**src/logic/core_params.svh**
```systemverilog
`ifndef CORE_PARAMS_SVH
`define CORE_PARAMS_SVH

// Data and address width
`define CORE_XLEN      32
`define CORE_NUM_REGS  32

// Tag width must cover the reorder buffer depth
`define CORE_ROB_DEPTH 8
`define CORE_TAG_W     3

`endif
```
**src/logic/core_pkg.sv**
```systemverilog
`default_nettype none

`include "core_params.svh"

package core_pkg;

    typedef logic [`CORE_XLEN-1:0]  core_data_t;
    typedef logic [`CORE_XLEN-1:0]  core_addr_t;
    typedef logic [4:0]             core_reg_t;
    typedef logic [`CORE_TAG_W-1:0] core_tag_t;

    typedef struct packed {
        logic [6:0] funct7;
        core_reg_t  rs2;
        core_reg_t  rs1;
        logic [2:0] funct3;
        core_reg_t  rd;
        logic [6:0] opcode;
    } insn_r_t;

    // LUI reuses imm, rs1 and funct3 as its 20-bit upper immediate
    typedef struct packed {
        logic [11:0] imm;
        core_reg_t   rs1;
        logic [2:0]  funct3;
        core_reg_t   rd;
        logic [6:0]  opcode;
    } insn_i_t;

    typedef union packed {
        insn_r_t r;
        insn_i_t i;
    } insn_u;

    typedef enum logic [2:0] {
        ALU_ADD,
        ALU_SUB,
        ALU_AND,
        ALU_OR,
        ALU_XOR,
        ALU_PASS_B
    } alu_op_e;

    typedef struct packed {
        core_addr_t pc;
        insn_u      insn;
    } fetch_pkt_t;

    typedef struct packed {
        alu_op_e    alu_op;
        core_data_t src_a;
        core_data_t src_b;
        core_tag_t  tag;
    } issue_pkt_t;

    typedef struct packed {
        logic       en;
        core_tag_t  tag;
        core_data_t data;
    } cdb_t;

    typedef struct packed {
        logic       en;
        core_reg_t  rdest;
        core_tag_t  tag;
        core_data_t data;
    } retire_t;

    typedef struct packed {
        logic       rdy;
        core_tag_t  tag;
        core_data_t data;
    } operand_t;

endpackage

`default_nettype wire

```
**src/logic/core_top.sv**
```systemverilog
`default_nettype none

module core_top
    import core_pkg::*;
(
    input  logic       clk,
    input  logic       i_arst_n,
    input  logic       i_ic_valid,
    input  core_data_t i_ic_insn,
    output logic       o_ic_en,
    output core_addr_t o_ic_pc,
    output logic       o_retire_en,
    output core_reg_t  o_retire_rdest,
    output core_data_t o_retire_data
);

    logic       fetch_valid;
    fetch_pkt_t fetch_pkt;
    logic       dispatch_ready;
    core_reg_t  map_rsrc       [0:1];
    operand_t   map_src        [0:1];
    core_tag_t  rob_lookup_tag [0:1];
    operand_t   rob_lookup     [0:1];
    logic       rob_full;
    core_tag_t  alloc_tag;
    logic       dispatch_fire;
    core_reg_t  dispatch_rdest;
    logic       issue_valid;
    issue_pkt_t issue_pkt;
    cdb_t       cdb;
    retire_t    retire;

    assign o_retire_en    = retire.en;
    assign o_retire_rdest = retire.rdest;
    assign o_retire_data  = retire.data;

    fetch_stage u_fetch (
        .clk           (clk),
        .i_arst_n      (i_arst_n),
        .i_ic_valid    (i_ic_valid),
        .i_ic_insn     (i_ic_insn),
        .o_ic_en       (o_ic_en),
        .o_ic_pc       (o_ic_pc),
        .o_fetch_valid (fetch_valid),
        .o_fetch_pkt   (fetch_pkt),
        .i_fetch_ready (dispatch_ready)
    );

    dispatch_stage u_dispatch (
        .clk              (clk),
        .i_arst_n         (i_arst_n),
        .i_fetch_valid    (fetch_valid),
        .i_fetch_pkt      (fetch_pkt),
        .o_fetch_ready    (dispatch_ready),
        .o_map_rsrc       (map_rsrc),
        .i_map_src        (map_src),
        .o_rob_lookup_tag (rob_lookup_tag),
        .i_rob_lookup     (rob_lookup),
        .i_cdb            (cdb),
        .i_rob_full       (rob_full),
        .i_alloc_tag      (alloc_tag),
        .o_dispatch_fire  (dispatch_fire),
        .o_dispatch_rdest (dispatch_rdest),
        .o_issue_valid    (issue_valid),
        .o_issue_pkt      (issue_pkt)
    );

    register_map u_regmap (
        .clk            (clk),
        .i_arst_n       (i_arst_n),
        .i_rsrc         (map_rsrc),
        .o_src          (map_src),
        .i_rename_en    (dispatch_fire),
        .i_rename_rdest (dispatch_rdest),
        .i_rename_tag   (alloc_tag),
        .i_retire       (retire)
    );

    ieu u_ieu (
        .clk           (clk),
        .i_arst_n      (i_arst_n),
        .i_issue_valid (issue_valid),
        .i_issue_pkt   (issue_pkt),
        .o_cdb         (cdb)
    );

    reorder_buffer u_rob (
        .clk           (clk),
        .i_arst_n      (i_arst_n),
        .i_alloc_en    (dispatch_fire),
        .i_alloc_rdest (dispatch_rdest),
        .o_alloc_tag   (alloc_tag),
        .o_rob_full    (rob_full),
        .i_cdb         (cdb),
        .i_lookup_tag  (rob_lookup_tag),
        .o_lookup      (rob_lookup),
        .o_retire      (retire)
    );

endmodule

`default_nettype wire

```
**src/logic/reorder_buffer.sv**
```systemverilog
`default_nettype none

`include "core_params.svh"

module reorder_buffer
    import core_pkg::*;
(
    input  logic      clk,
    input  logic      i_arst_n,
    input  logic      i_alloc_en,
    input  core_reg_t i_alloc_rdest,
    output core_tag_t o_alloc_tag,
    output logic      o_rob_full,
    input  cdb_t      i_cdb,
    input  core_tag_t i_lookup_tag [0:1],
    output operand_t  o_lookup     [0:1],
    output retire_t   o_retire
);

    localparam logic [`CORE_TAG_W:0] ROB_DEPTH_C = `CORE_ROB_DEPTH;

    core_tag_t                  head_q;
    core_tag_t                  tail_q;
    logic [`CORE_TAG_W:0]       count_q;
    logic [`CORE_ROB_DEPTH-1:0] done_q;
    core_reg_t                  rdest_q [`CORE_ROB_DEPTH];
    core_data_t                 data_q  [`CORE_ROB_DEPTH];
    logic                       retire_en;

    assign o_alloc_tag = tail_q;
    assign o_rob_full  = count_q == ROB_DEPTH_C;
    assign retire_en   = (count_q != '0) && done_q[head_q];

    assign o_retire.en    = retire_en;
    assign o_retire.rdest = rdest_q[head_q];
    assign o_retire.tag   = head_q;
    assign o_retire.data  = data_q[head_q];

    always_comb begin
        for (int k = 0; k < 2; k++) begin
            o_lookup[k].rdy  = done_q[i_lookup_tag[k]];
            o_lookup[k].tag  = i_lookup_tag[k];
            o_lookup[k].data = data_q[i_lookup_tag[k]];
        end
    end

    always_ff @(posedge clk or negedge i_arst_n) begin
        if (!i_arst_n) begin
            head_q  <= '0;
            tail_q  <= '0;
            count_q <= '0;
            done_q  <= '0;
        end else begin
            if (i_alloc_en) begin
                tail_q         <= tail_q + 1'b1;
                done_q[tail_q] <= 1'b0;
            end
            if (i_cdb.en) begin
                done_q[i_cdb.tag] <= 1'b1;
            end
            if (retire_en) begin
                head_q <= head_q + 1'b1;
            end
            case ({i_alloc_en, retire_en})
                2'b10:   count_q <= count_q + 1'b1;
                2'b01:   count_q <= count_q - 1'b1;
                default: count_q <= count_q;
            endcase
        end
    end

    always_ff @(posedge clk) begin
        if (i_alloc_en) begin
            rdest_q[tail_q] <= i_alloc_rdest;
        end
        if (i_cdb.en) begin
            data_q[i_cdb.tag] <= i_cdb.data;
        end
    end

endmodule

`default_nettype wire

```
**src/logic/ieu.sv**
```systemverilog
`default_nettype none

module ieu
    import core_pkg::*;
(
    input  logic       clk,
    input  logic       i_arst_n,
    input  logic       i_issue_valid,
    input  issue_pkt_t i_issue_pkt,
    output cdb_t       o_cdb
);

    core_data_t result;
    logic       cdb_en_q;
    core_tag_t  cdb_tag_q;
    core_data_t cdb_data_q;

    always_comb begin
        case (i_issue_pkt.alu_op)
            ALU_ADD:    result = i_issue_pkt.src_a + i_issue_pkt.src_b;
            ALU_SUB:    result = i_issue_pkt.src_a - i_issue_pkt.src_b;
            ALU_AND:    result = i_issue_pkt.src_a & i_issue_pkt.src_b;
            ALU_OR:     result = i_issue_pkt.src_a | i_issue_pkt.src_b;
            ALU_XOR:    result = i_issue_pkt.src_a ^ i_issue_pkt.src_b;
            ALU_PASS_B: result = i_issue_pkt.src_b;
            default:    result = i_issue_pkt.src_a + i_issue_pkt.src_b;
        endcase
    end

    always_ff @(posedge clk or negedge i_arst_n) begin
        if (!i_arst_n) begin
            cdb_en_q <= 1'b0;
        end else begin
            cdb_en_q <= i_issue_valid;
        end
    end

    always_ff @(posedge clk) begin
        if (i_issue_valid) begin
            cdb_tag_q  <= i_issue_pkt.tag;
            cdb_data_q <= result;
        end
    end

    assign o_cdb.en   = cdb_en_q;
    assign o_cdb.tag  = cdb_tag_q;
    assign o_cdb.data = cdb_data_q;

endmodule

`default_nettype wire

```
**src/logic/register_map.sv**
```systemverilog
`default_nettype none

`include "core_params.svh"

module register_map
    import core_pkg::*;
(
    input  logic      clk,
    input  logic      i_arst_n,
    input  core_reg_t i_rsrc [0:1],
    output operand_t  o_src  [0:1],
    input  logic      i_rename_en,
    input  core_reg_t i_rename_rdest,
    input  core_tag_t i_rename_tag,
    input  retire_t   i_retire
);

    core_data_t                data_q [`CORE_NUM_REGS];
    core_tag_t                 tag_q  [`CORE_NUM_REGS];
    logic [`CORE_NUM_REGS-1:0] busy_q;
    logic                      rename_wr;
    logic                      retire_wr;

    assign rename_wr = i_rename_en && (i_rename_rdest != '0);
    assign retire_wr = i_retire.en && (i_retire.rdest != '0);

    always_comb begin
        for (int k = 0; k < 2; k++) begin
            o_src[k].rdy  = !busy_q[i_rsrc[k]];
            o_src[k].tag  = tag_q[i_rsrc[k]];
            o_src[k].data = data_q[i_rsrc[k]];
            // x0 hardwired
            if (i_rsrc[k] == '0) begin
                o_src[k].rdy  = 1'b1;
                o_src[k].data = '0;
            end
        end
    end

    always_ff @(posedge clk or negedge i_arst_n) begin
        if (!i_arst_n) begin
            busy_q <= '0;
            for (int r = 0; r < `CORE_NUM_REGS; r++) begin
                data_q[r] <= '0;
            end
        end else begin
            if (retire_wr) begin
                data_q[i_retire.rdest] <= i_retire.data;
                // Only the newest producer may release the register
                if (tag_q[i_retire.rdest] == i_retire.tag) begin
                    busy_q[i_retire.rdest] <= 1'b0;
                end
            end
            if (rename_wr) begin
                busy_q[i_rename_rdest] <= 1'b1;
            end
        end
    end

    always_ff @(posedge clk) begin
        if (rename_wr) begin
            tag_q[i_rename_rdest] <= i_rename_tag;
        end
    end

endmodule

`default_nettype wire

```
**src/logic/dispatch_stage.sv**
```systemverilog
`default_nettype none

module dispatch_stage
    import core_pkg::*;
(
    input  logic       clk,
    input  logic       i_arst_n,
    input  logic       i_fetch_valid,
    input  fetch_pkt_t i_fetch_pkt,
    output logic       o_fetch_ready,
    output core_reg_t  o_map_rsrc       [0:1],
    input  operand_t   i_map_src        [0:1],
    output core_tag_t  o_rob_lookup_tag [0:1],
    input  operand_t   i_rob_lookup     [0:1],
    input  cdb_t       i_cdb,
    input  logic       i_rob_full,
    input  core_tag_t  i_alloc_tag,
    output logic       o_dispatch_fire,
    output core_reg_t  o_dispatch_rdest,
    output logic       o_issue_valid,
    output issue_pkt_t o_issue_pkt
);

    localparam logic [6:0] OPC_OP     = 7'b0110011;
    localparam logic [6:0] OPC_OP_IMM = 7'b0010011;
    localparam logic [6:0] OPC_LUI    = 7'b0110111;

    insn_u      insn;
    logic       is_op;
    logic       is_imm;
    logic       is_lui;
    logic       funct_ok;
    logic       insn_ok;
    alu_op_e    alu_op;
    core_data_t imm;
    logic [1:0] src_ok;
    core_data_t src_data [0:1];
    logic       issue_valid_q;
    issue_pkt_t issue_pkt_q;

    assign insn   = i_fetch_pkt.insn;
    assign is_op  = insn.r.opcode == OPC_OP;
    assign is_imm = insn.i.opcode == OPC_OP_IMM;
    assign is_lui = insn.r.opcode == OPC_LUI;

    always_comb begin
        funct_ok = 1'b1;
        alu_op   = ALU_ADD;
        case (insn.r.funct3)
            3'b000:  alu_op = (is_op && insn.r.funct7[5]) ? ALU_SUB : ALU_ADD;
            3'b100:  alu_op = ALU_XOR;
            3'b110:  alu_op = ALU_OR;
            3'b111:  alu_op = ALU_AND;
            default: funct_ok = 1'b0;
        endcase
        if (is_lui) begin
            alu_op = ALU_PASS_B;
        end
    end

    // Anything unsupported collapses to ADDI x0, x0, 0
    assign insn_ok = is_lui || ((is_op || is_imm) && funct_ok);

    assign o_map_rsrc[0]    = (insn_ok && !is_lui) ? insn.r.rs1 : '0;
    assign o_map_rsrc[1]    = (insn_ok && is_op) ? insn.r.rs2 : '0;
    assign o_dispatch_rdest = insn_ok ? insn.r.rd : '0;

    always_comb begin
        imm = '0;
        if (is_lui) begin
            imm = {insn.i.imm, insn.i.rs1, insn.i.funct3, 12'b0};
        end else if (insn_ok && is_imm) begin
            imm = {{20{insn.i.imm[11]}}, insn.i.imm};
        end
    end

    // Register map first, then a completed ROB entry, then the bus this cycle
    always_comb begin
        for (int k = 0; k < 2; k++) begin
            o_rob_lookup_tag[k] = i_map_src[k].tag;
            src_ok[k]           = 1'b1;
            src_data[k]         = i_map_src[k].data;
            if (!i_map_src[k].rdy) begin
                if (i_rob_lookup[k].rdy) begin
                    src_data[k] = i_rob_lookup[k].data;
                end else if (i_cdb.en && (i_cdb.tag == i_map_src[k].tag)) begin
                    src_data[k] = i_cdb.data;
                end else begin
                    src_ok[k] = 1'b0;
                end
            end
        end
    end

    assign o_fetch_ready   = !i_rob_full && (&src_ok);
    assign o_dispatch_fire = i_fetch_valid && o_fetch_ready;

    always_ff @(posedge clk or negedge i_arst_n) begin
        if (!i_arst_n) begin
            issue_valid_q <= 1'b0;
        end else begin
            issue_valid_q <= o_dispatch_fire;
        end
    end

    always_ff @(posedge clk) begin
        if (o_dispatch_fire) begin
            issue_pkt_q.alu_op <= alu_op;
            issue_pkt_q.src_a  <= src_data[0];
            issue_pkt_q.src_b  <= is_op ? src_data[1] : imm;
            issue_pkt_q.tag    <= i_alloc_tag;
        end
    end

    assign o_issue_valid = issue_valid_q;
    assign o_issue_pkt   = issue_pkt_q;

endmodule

`default_nettype wire

```
**src/logic/fetch_stage.sv**
```systemverilog
`default_nettype none

module fetch_stage
    import core_pkg::*;
(
    input  logic       clk,
    input  logic       i_arst_n,
    input  logic       i_ic_valid,
    input  core_data_t i_ic_insn,
    output logic       o_ic_en,
    output core_addr_t o_ic_pc,
    output logic       o_fetch_valid,
    output fetch_pkt_t o_fetch_pkt,
    input  logic       i_fetch_ready
);

    logic       req_q;
    logic       req_done;
    logic       out_free;
    logic       valid_q;
    core_addr_t pc_q;
    fetch_pkt_t pkt_q;

    assign req_done = req_q && i_ic_valid;

    // Output register empty now or handing its word off this cycle
    assign out_free = !valid_q || i_fetch_ready;

    always_ff @(posedge clk or negedge i_arst_n) begin
        if (!i_arst_n) begin
            req_q   <= 1'b0;
            pc_q    <= '0;
            valid_q <= 1'b0;
        end else if (req_done) begin
            req_q   <= 1'b0;
            pc_q    <= pc_q + core_addr_t'(4);
            valid_q <= 1'b1;
        end else begin
            // A new request only goes out once the word has somewhere to land
            if (!req_q) begin
                req_q <= out_free;
            end
            if (valid_q && i_fetch_ready) begin
                valid_q <= 1'b0;
            end
        end
    end

    always_ff @(posedge clk) begin
        if (req_done) begin
            pkt_q.pc   <= pc_q;
            pkt_q.insn <= i_ic_insn;
        end
    end

    assign o_ic_en       = req_q;
    assign o_ic_pc       = pc_q;
    assign o_fetch_valid = valid_q;
    assign o_fetch_pkt   = pkt_q;

endmodule

`default_nettype wire

```
**config.mk**
```make
export PLATFORM = sky130hd
export DESIGN_NAME = core_top
export DESIGN_NICKNAME = d
export VERILOG_FILES = /design/src/logic/core_pkg.sv /design/src/logic/core_top.sv /design/src/logic/reorder_buffer.sv /design/src/logic/ieu.sv /design/src/logic/register_map.sv /design/src/logic/dispatch_stage.sv /design/src/logic/fetch_stage.sv
export VERILOG_INCLUDE_DIRS = /design/src /design/src/logic
export SDC_FILE = /design/constraint.sdc
export NUM_CORES = 2
export LEC_CHECK = 0
export BUFFER_PORTS_ARGS = -buffer_cell sky130_fd_sc_hd__buf_2
export CORE_MARGIN = 2
export CORE_UTILIZATION = 56
export CTS_BUF_LIST = sky130_fd_sc_hd__clkbuf_4 sky130_fd_sc_hd__clkbuf_8
export DETAILED_ROUTE_END_ITERATION = 12
export GPL_ROUTABILITY_DRIVEN = 0
export PLACE_DENSITY_LB_ADDON = 0.08
export SYNTH_ARGS = -nofsm -noshare
export SYNTH_HDL_FRONTEND = slang
export SYNTH_HIERARCHICAL = 1
export SYNTH_SLANG_ARGS = --single-unit
```
**constraint.sdc**
```tcl
create_clock -name clk -period 25.2 [get_ports clk]
set_input_delay 3.78 -clock clk [delete_from_list [all_inputs] [get_ports clk]]
set_output_delay 3.78 -clock clk [all_outputs]
set_load 0.05 [all_outputs]
```
==> run summary <==
The flow ran to the end, and the final reports show no timing, DRC or antenna violations. The maximum vdd ir drop came out at 115.4 µV. The global-route usage over all layers came out at 0.3316.

For this run, the detailed router's first-pass iteration total came to 6. The slack of the critical path came out at 16.00 ns. The arrival time at the worst endpoint came out at 9.81 ns.

In this run the power density over the cells is 113.0 nW/µm². The post-CTS setup-driven buffer insertion count came out at 0. The width of the die came out at 404.9 µm.

The final standard cell area without fillers is 97930 µm². Hold timing on the final database bottoms out at a slack of 0.3931 ns. The number of cells upsized or downsized after cts came out at 0. The global-route track usage on met1 came out at 0.4803. The antenna violation net count after detailed routing is 0. The ratio of final minimum period to clock period came out at 0.3650. The routed length per placed instance came out at 33.46 µm.

The ratio of routed vias to standard cells is 7.045. Synthesis produced a netlist whose cell count is 5776. The total number of nets in the final design came out at 5862. The number of max-cap violations is 0.

The clock tree from TritonCTS is done. The signed area change from the synthesized netlist to the final layout came out at 8.787%. STA classifies the critical path endpoint as a flip-flop. The transition time at the pin with the least slew margin is 1.215 ns. The max-slew violation count is 0.

Clock tree synthesis selected as its root buffer the cell sky130_fd_sc_hd__clkbuf_8. The global-route met2 utilization is 0.4978. The number of hold buffers added after CTS is 0. The layer flagged by global routing as most heavily used is met2. The internal power contribution is 7.035 mW. The number of I/O port buffers came out at 103. For the finished layout, the period the worst path requires is 9.199 ns. For this block, the initial DRC count from the detailed router was 6250. In this run the worst hold path is classified as flip-flop to flip-flop. The number of warnings reported in the yosys synthesis log is 6. The critical path required time is 25.81 ns. The clock transition time at the flip-flop clock pins of the worst setup and hold paths is 0.06 ns.

The sum of routed wire length over all layers came out at 268.4 mm. The instance area at placement came out at 91910 µm². Setup repair after global routing left no endpoint under its margin.

Summed over all nets, the switching power comes to 4.027 mW. For this configuration, the core starts out at a cell density of 0.5626. The setup check on the worst reg-to-reg path leaves a slack of 16.00 ns. The worst-case headroom to the max-slew limit is 0.1669. The via count of the first global-routing pass came to 56690. The die boundary height came out at 404.9 µm.

The share of total power consumed by net switching is 0.3640. The cell depth of the worst hold path is 0. The top-level I/O count is 106. The beginning of the worst register-to-register path is u_fetch/o_fetch_pkt[5]. The register share of total power came out at 0.394. The beginning of the worst hold path is u_regmap/data_q[1006]. The worst setup slack after placement is 16.08 ns. The number of antenna violations at the first check in global routing is 9. The maximum number of pins on one net before global-route repair came out at 164. The share of cells above drive strength 1 is 0.4722. The total CTS buffers is 299. The sum of overflow across all layers after global routing is 0. The first-pass GRT wire length came out at 394.8 mm. Setup violations remaining at the end of the flow were counted as 0.

Detailed placement finished with a half-perimeter wire length of 156.4 mm. The most critical setup path has its startpoint at u_fetch/o_fetch_pkt[5]. The total power is 11.06 mW. The maximum level of the CTS H-tree came out at 5. The final count of hold timing violations came out at 0. The final route contains 56500 vias. The filler cell count came out at 11910. The combinational cell fraction of total power is 0.372. The floorplan step defined a die boundary enclosing 164000 µm².

The worst clock skew on the final layout is 0.09020 ns. Of the total power, the clock network draws 0.234. The final total negative setup slack is 0 ns. The total core area is 160000 µm². The maximum clock rate came out at 108.7 MHz. For the worst flop-to-flop path, the logic depth is 15. The total standard cell area after synthesis is 90020 µm².

The top fanout value on the critical path is 46. The insertion delay to the later sink of the worst-skew pair is 1.06 ns. In this run the deepest clock path goes through 4 buffers. The critical path is of the flip-flop to flip-flop type. In this run the core area contains 147 standard-cell rows.

The count of unresolved DRC violations after routing came out at 0. The analysis attributes to cell leakage a power of 38.31 nW. A synthesized cell averages 15.59 µm². The clock sink count came out at 1637. The met3 usage in global routing came out at 0.07394. The kind of start point of the critical path is a flip-flop.
-- sequential cells by signal (all words and copies together), names as in the netlist, 3 cells and up --
name and count:
u_regmap/data_q 1024, u_rob/data_q 256, u_regmap/tag_q 96, u_dispatch/o_issue_pkt 70, u_rob/rdest_q 40, u_fetch/o_fetch_pkt 32
u_ieu/cdb_data_q 32, u_regmap/busy_q 32, u_fetch/o_ic_pc 30, u_rob/done_q 8, u_rob/count_q 4, u_ieu/cdb_tag_q 3
u_rob/head_q 3, u_rob/o_alloc_tag 3
-- critical path, stage by stage, from the launching register on --
cell                        delay, ns
sky130_fd_sc_hd__edfxtp_1        0.93
sky130_fd_sc_hd__nand2_1         0.71
sky130_fd_sc_hd__nor3_1          0.83
sky130_fd_sc_hd__and2_4          0.81
sky130_fd_sc_hd__buf_4           0.74
sky130_fd_sc_hd__mux4_2          0.40
sky130_fd_sc_hd__mux4_2          0.47
sky130_fd_sc_hd__mux2_4          0.57
sky130_fd_sc_hd__xnor2_1         0.32
sky130_fd_sc_hd__nand4_1         0.13
sky130_fd_sc_hd__buf_4           0.30
sky130_fd_sc_hd__a2111oi_2       0.49
sky130_fd_sc_hd__buf_4           0.31
sky130_fd_sc_hd__buf_4           0.57
sky130_fd_sc_hd__nand2_1         0.31
sky130_fd_sc_hd__nor3_1          0.75
-- per-stage QoR --
step,std cells,util
CTS,8014,0.6119
detailed placement,7509,0.5744
finish,8020,0.6120
global placement,7509,0.5744
floorplan,5779,-
global route,8015,0.6119
-- cell usage in the layout, fill, tap and decap left out, types with 11 or more instances in the layout --
master and n:
sky130_fd_sc_hd__nand2_4 11, sky130_fd_sc_hd__xnor2_1 81, sky130_fd_sc_hd__inv_1 96, sky130_fd_sc_hd__nand3b_1 31, sky130_fd_sc_hd__nand4_1 33, sky130_fd_sc_hd__mux4_1 14, sky130_fd_sc_hd__mux4_2 912, sky130_fd_sc_hd__a22oi_1 49
sky130_fd_sc_hd__nand3_1 61, sky130_fd_sc_hd__nor2b_1 16, sky130_fd_sc_hd__ha_1 102, sky130_fd_sc_hd__nand2_1 99, sky130_fd_sc_hd__nand2b_1 32, sky130_fd_sc_hd__nor2_4 22, sky130_fd_sc_hd__edfxtp_1 529, sky130_fd_sc_hd__a21o_1 12
sky130_fd_sc_hd__mux2i_1 148, sky130_fd_sc_hd__a31oi_1 45, sky130_fd_sc_hd__o21ai_0 76, sky130_fd_sc_hd__nor4_1 18, sky130_fd_sc_hd__a21oi_1 58, sky130_fd_sc_hd__nor3_1 19, sky130_fd_sc_hd__buf_2 102, sky130_fd_sc_hd__clkbuf_4 82
sky130_fd_sc_hd__a221o_1 14, sky130_fd_sc_hd__clkinv_2 27, sky130_fd_sc_hd__o22ai_1 51, sky130_fd_sc_hd__clkbuf_8 358, sky130_fd_sc_hd__clkinv_1 25, sky130_fd_sc_hd__buf_4 108, sky130_fd_sc_hd__nor4b_1 28, sky130_fd_sc_hd__dfrtp_1 1104
sky130_fd_sc_hd__xor2_1 22, sky130_fd_sc_hd__a221oi_1 29, sky130_fd_sc_hd__a2bb2oi_1 12, sky130_fd_sc_hd__mux2_2 1099, sky130_fd_sc_hd__nor2_1 199
-- routing by layer --
layer  part of all wire  vias to the layer above
met5            0.00013                        -
met1               0.41                    30300
met3              0.095                      595
met2               0.46                     2860
met4              0.037                        2
li1                   -                    22750
-- area by class of cell --
type	instances	area, µm²	area share
Inverter	97	364.1	0.003718
Clock buffer	440	5543	0.05660
Multi-Input combinational cell	3471	43830	0.4476
Tap cell	2086	2610	0.02665
Timing Repair Buffer	218	1476	0.01508
Antenna cell	6	15.01	0.0001533
Clock inverter	65	470.5	0.004804
Sequential cell	1637	43620	0.4454
-- power by group through the flow --
stage          registers (mW)  clock network [mW]  logic, mW
6_report                 4.36                2.59       4.12
4_1_cts                  4.35                2.63       4.08
3_5_place_dp             4.39                   0       4.06
5_1_grt                  4.48                2.75       4.33
2_1_floorplan            4.16                   0       3.06
3_3_place_gp             4.33                   0       4.00
-- final timing paths --
path	to
hold reg to reg	u_regmap/data_q[1006]
setup reg to reg	u_rob/rdest_q[2][4]
max in group asynchronous	u_regmap/data_q[296]
setup / recovery	u_rob/rdest_q[2][4]
min in group asynchronous	u_regmap/data_q[248]
hold / removal	u_regmap/data_q[1006]
Power figures use the tool's default switching activity.
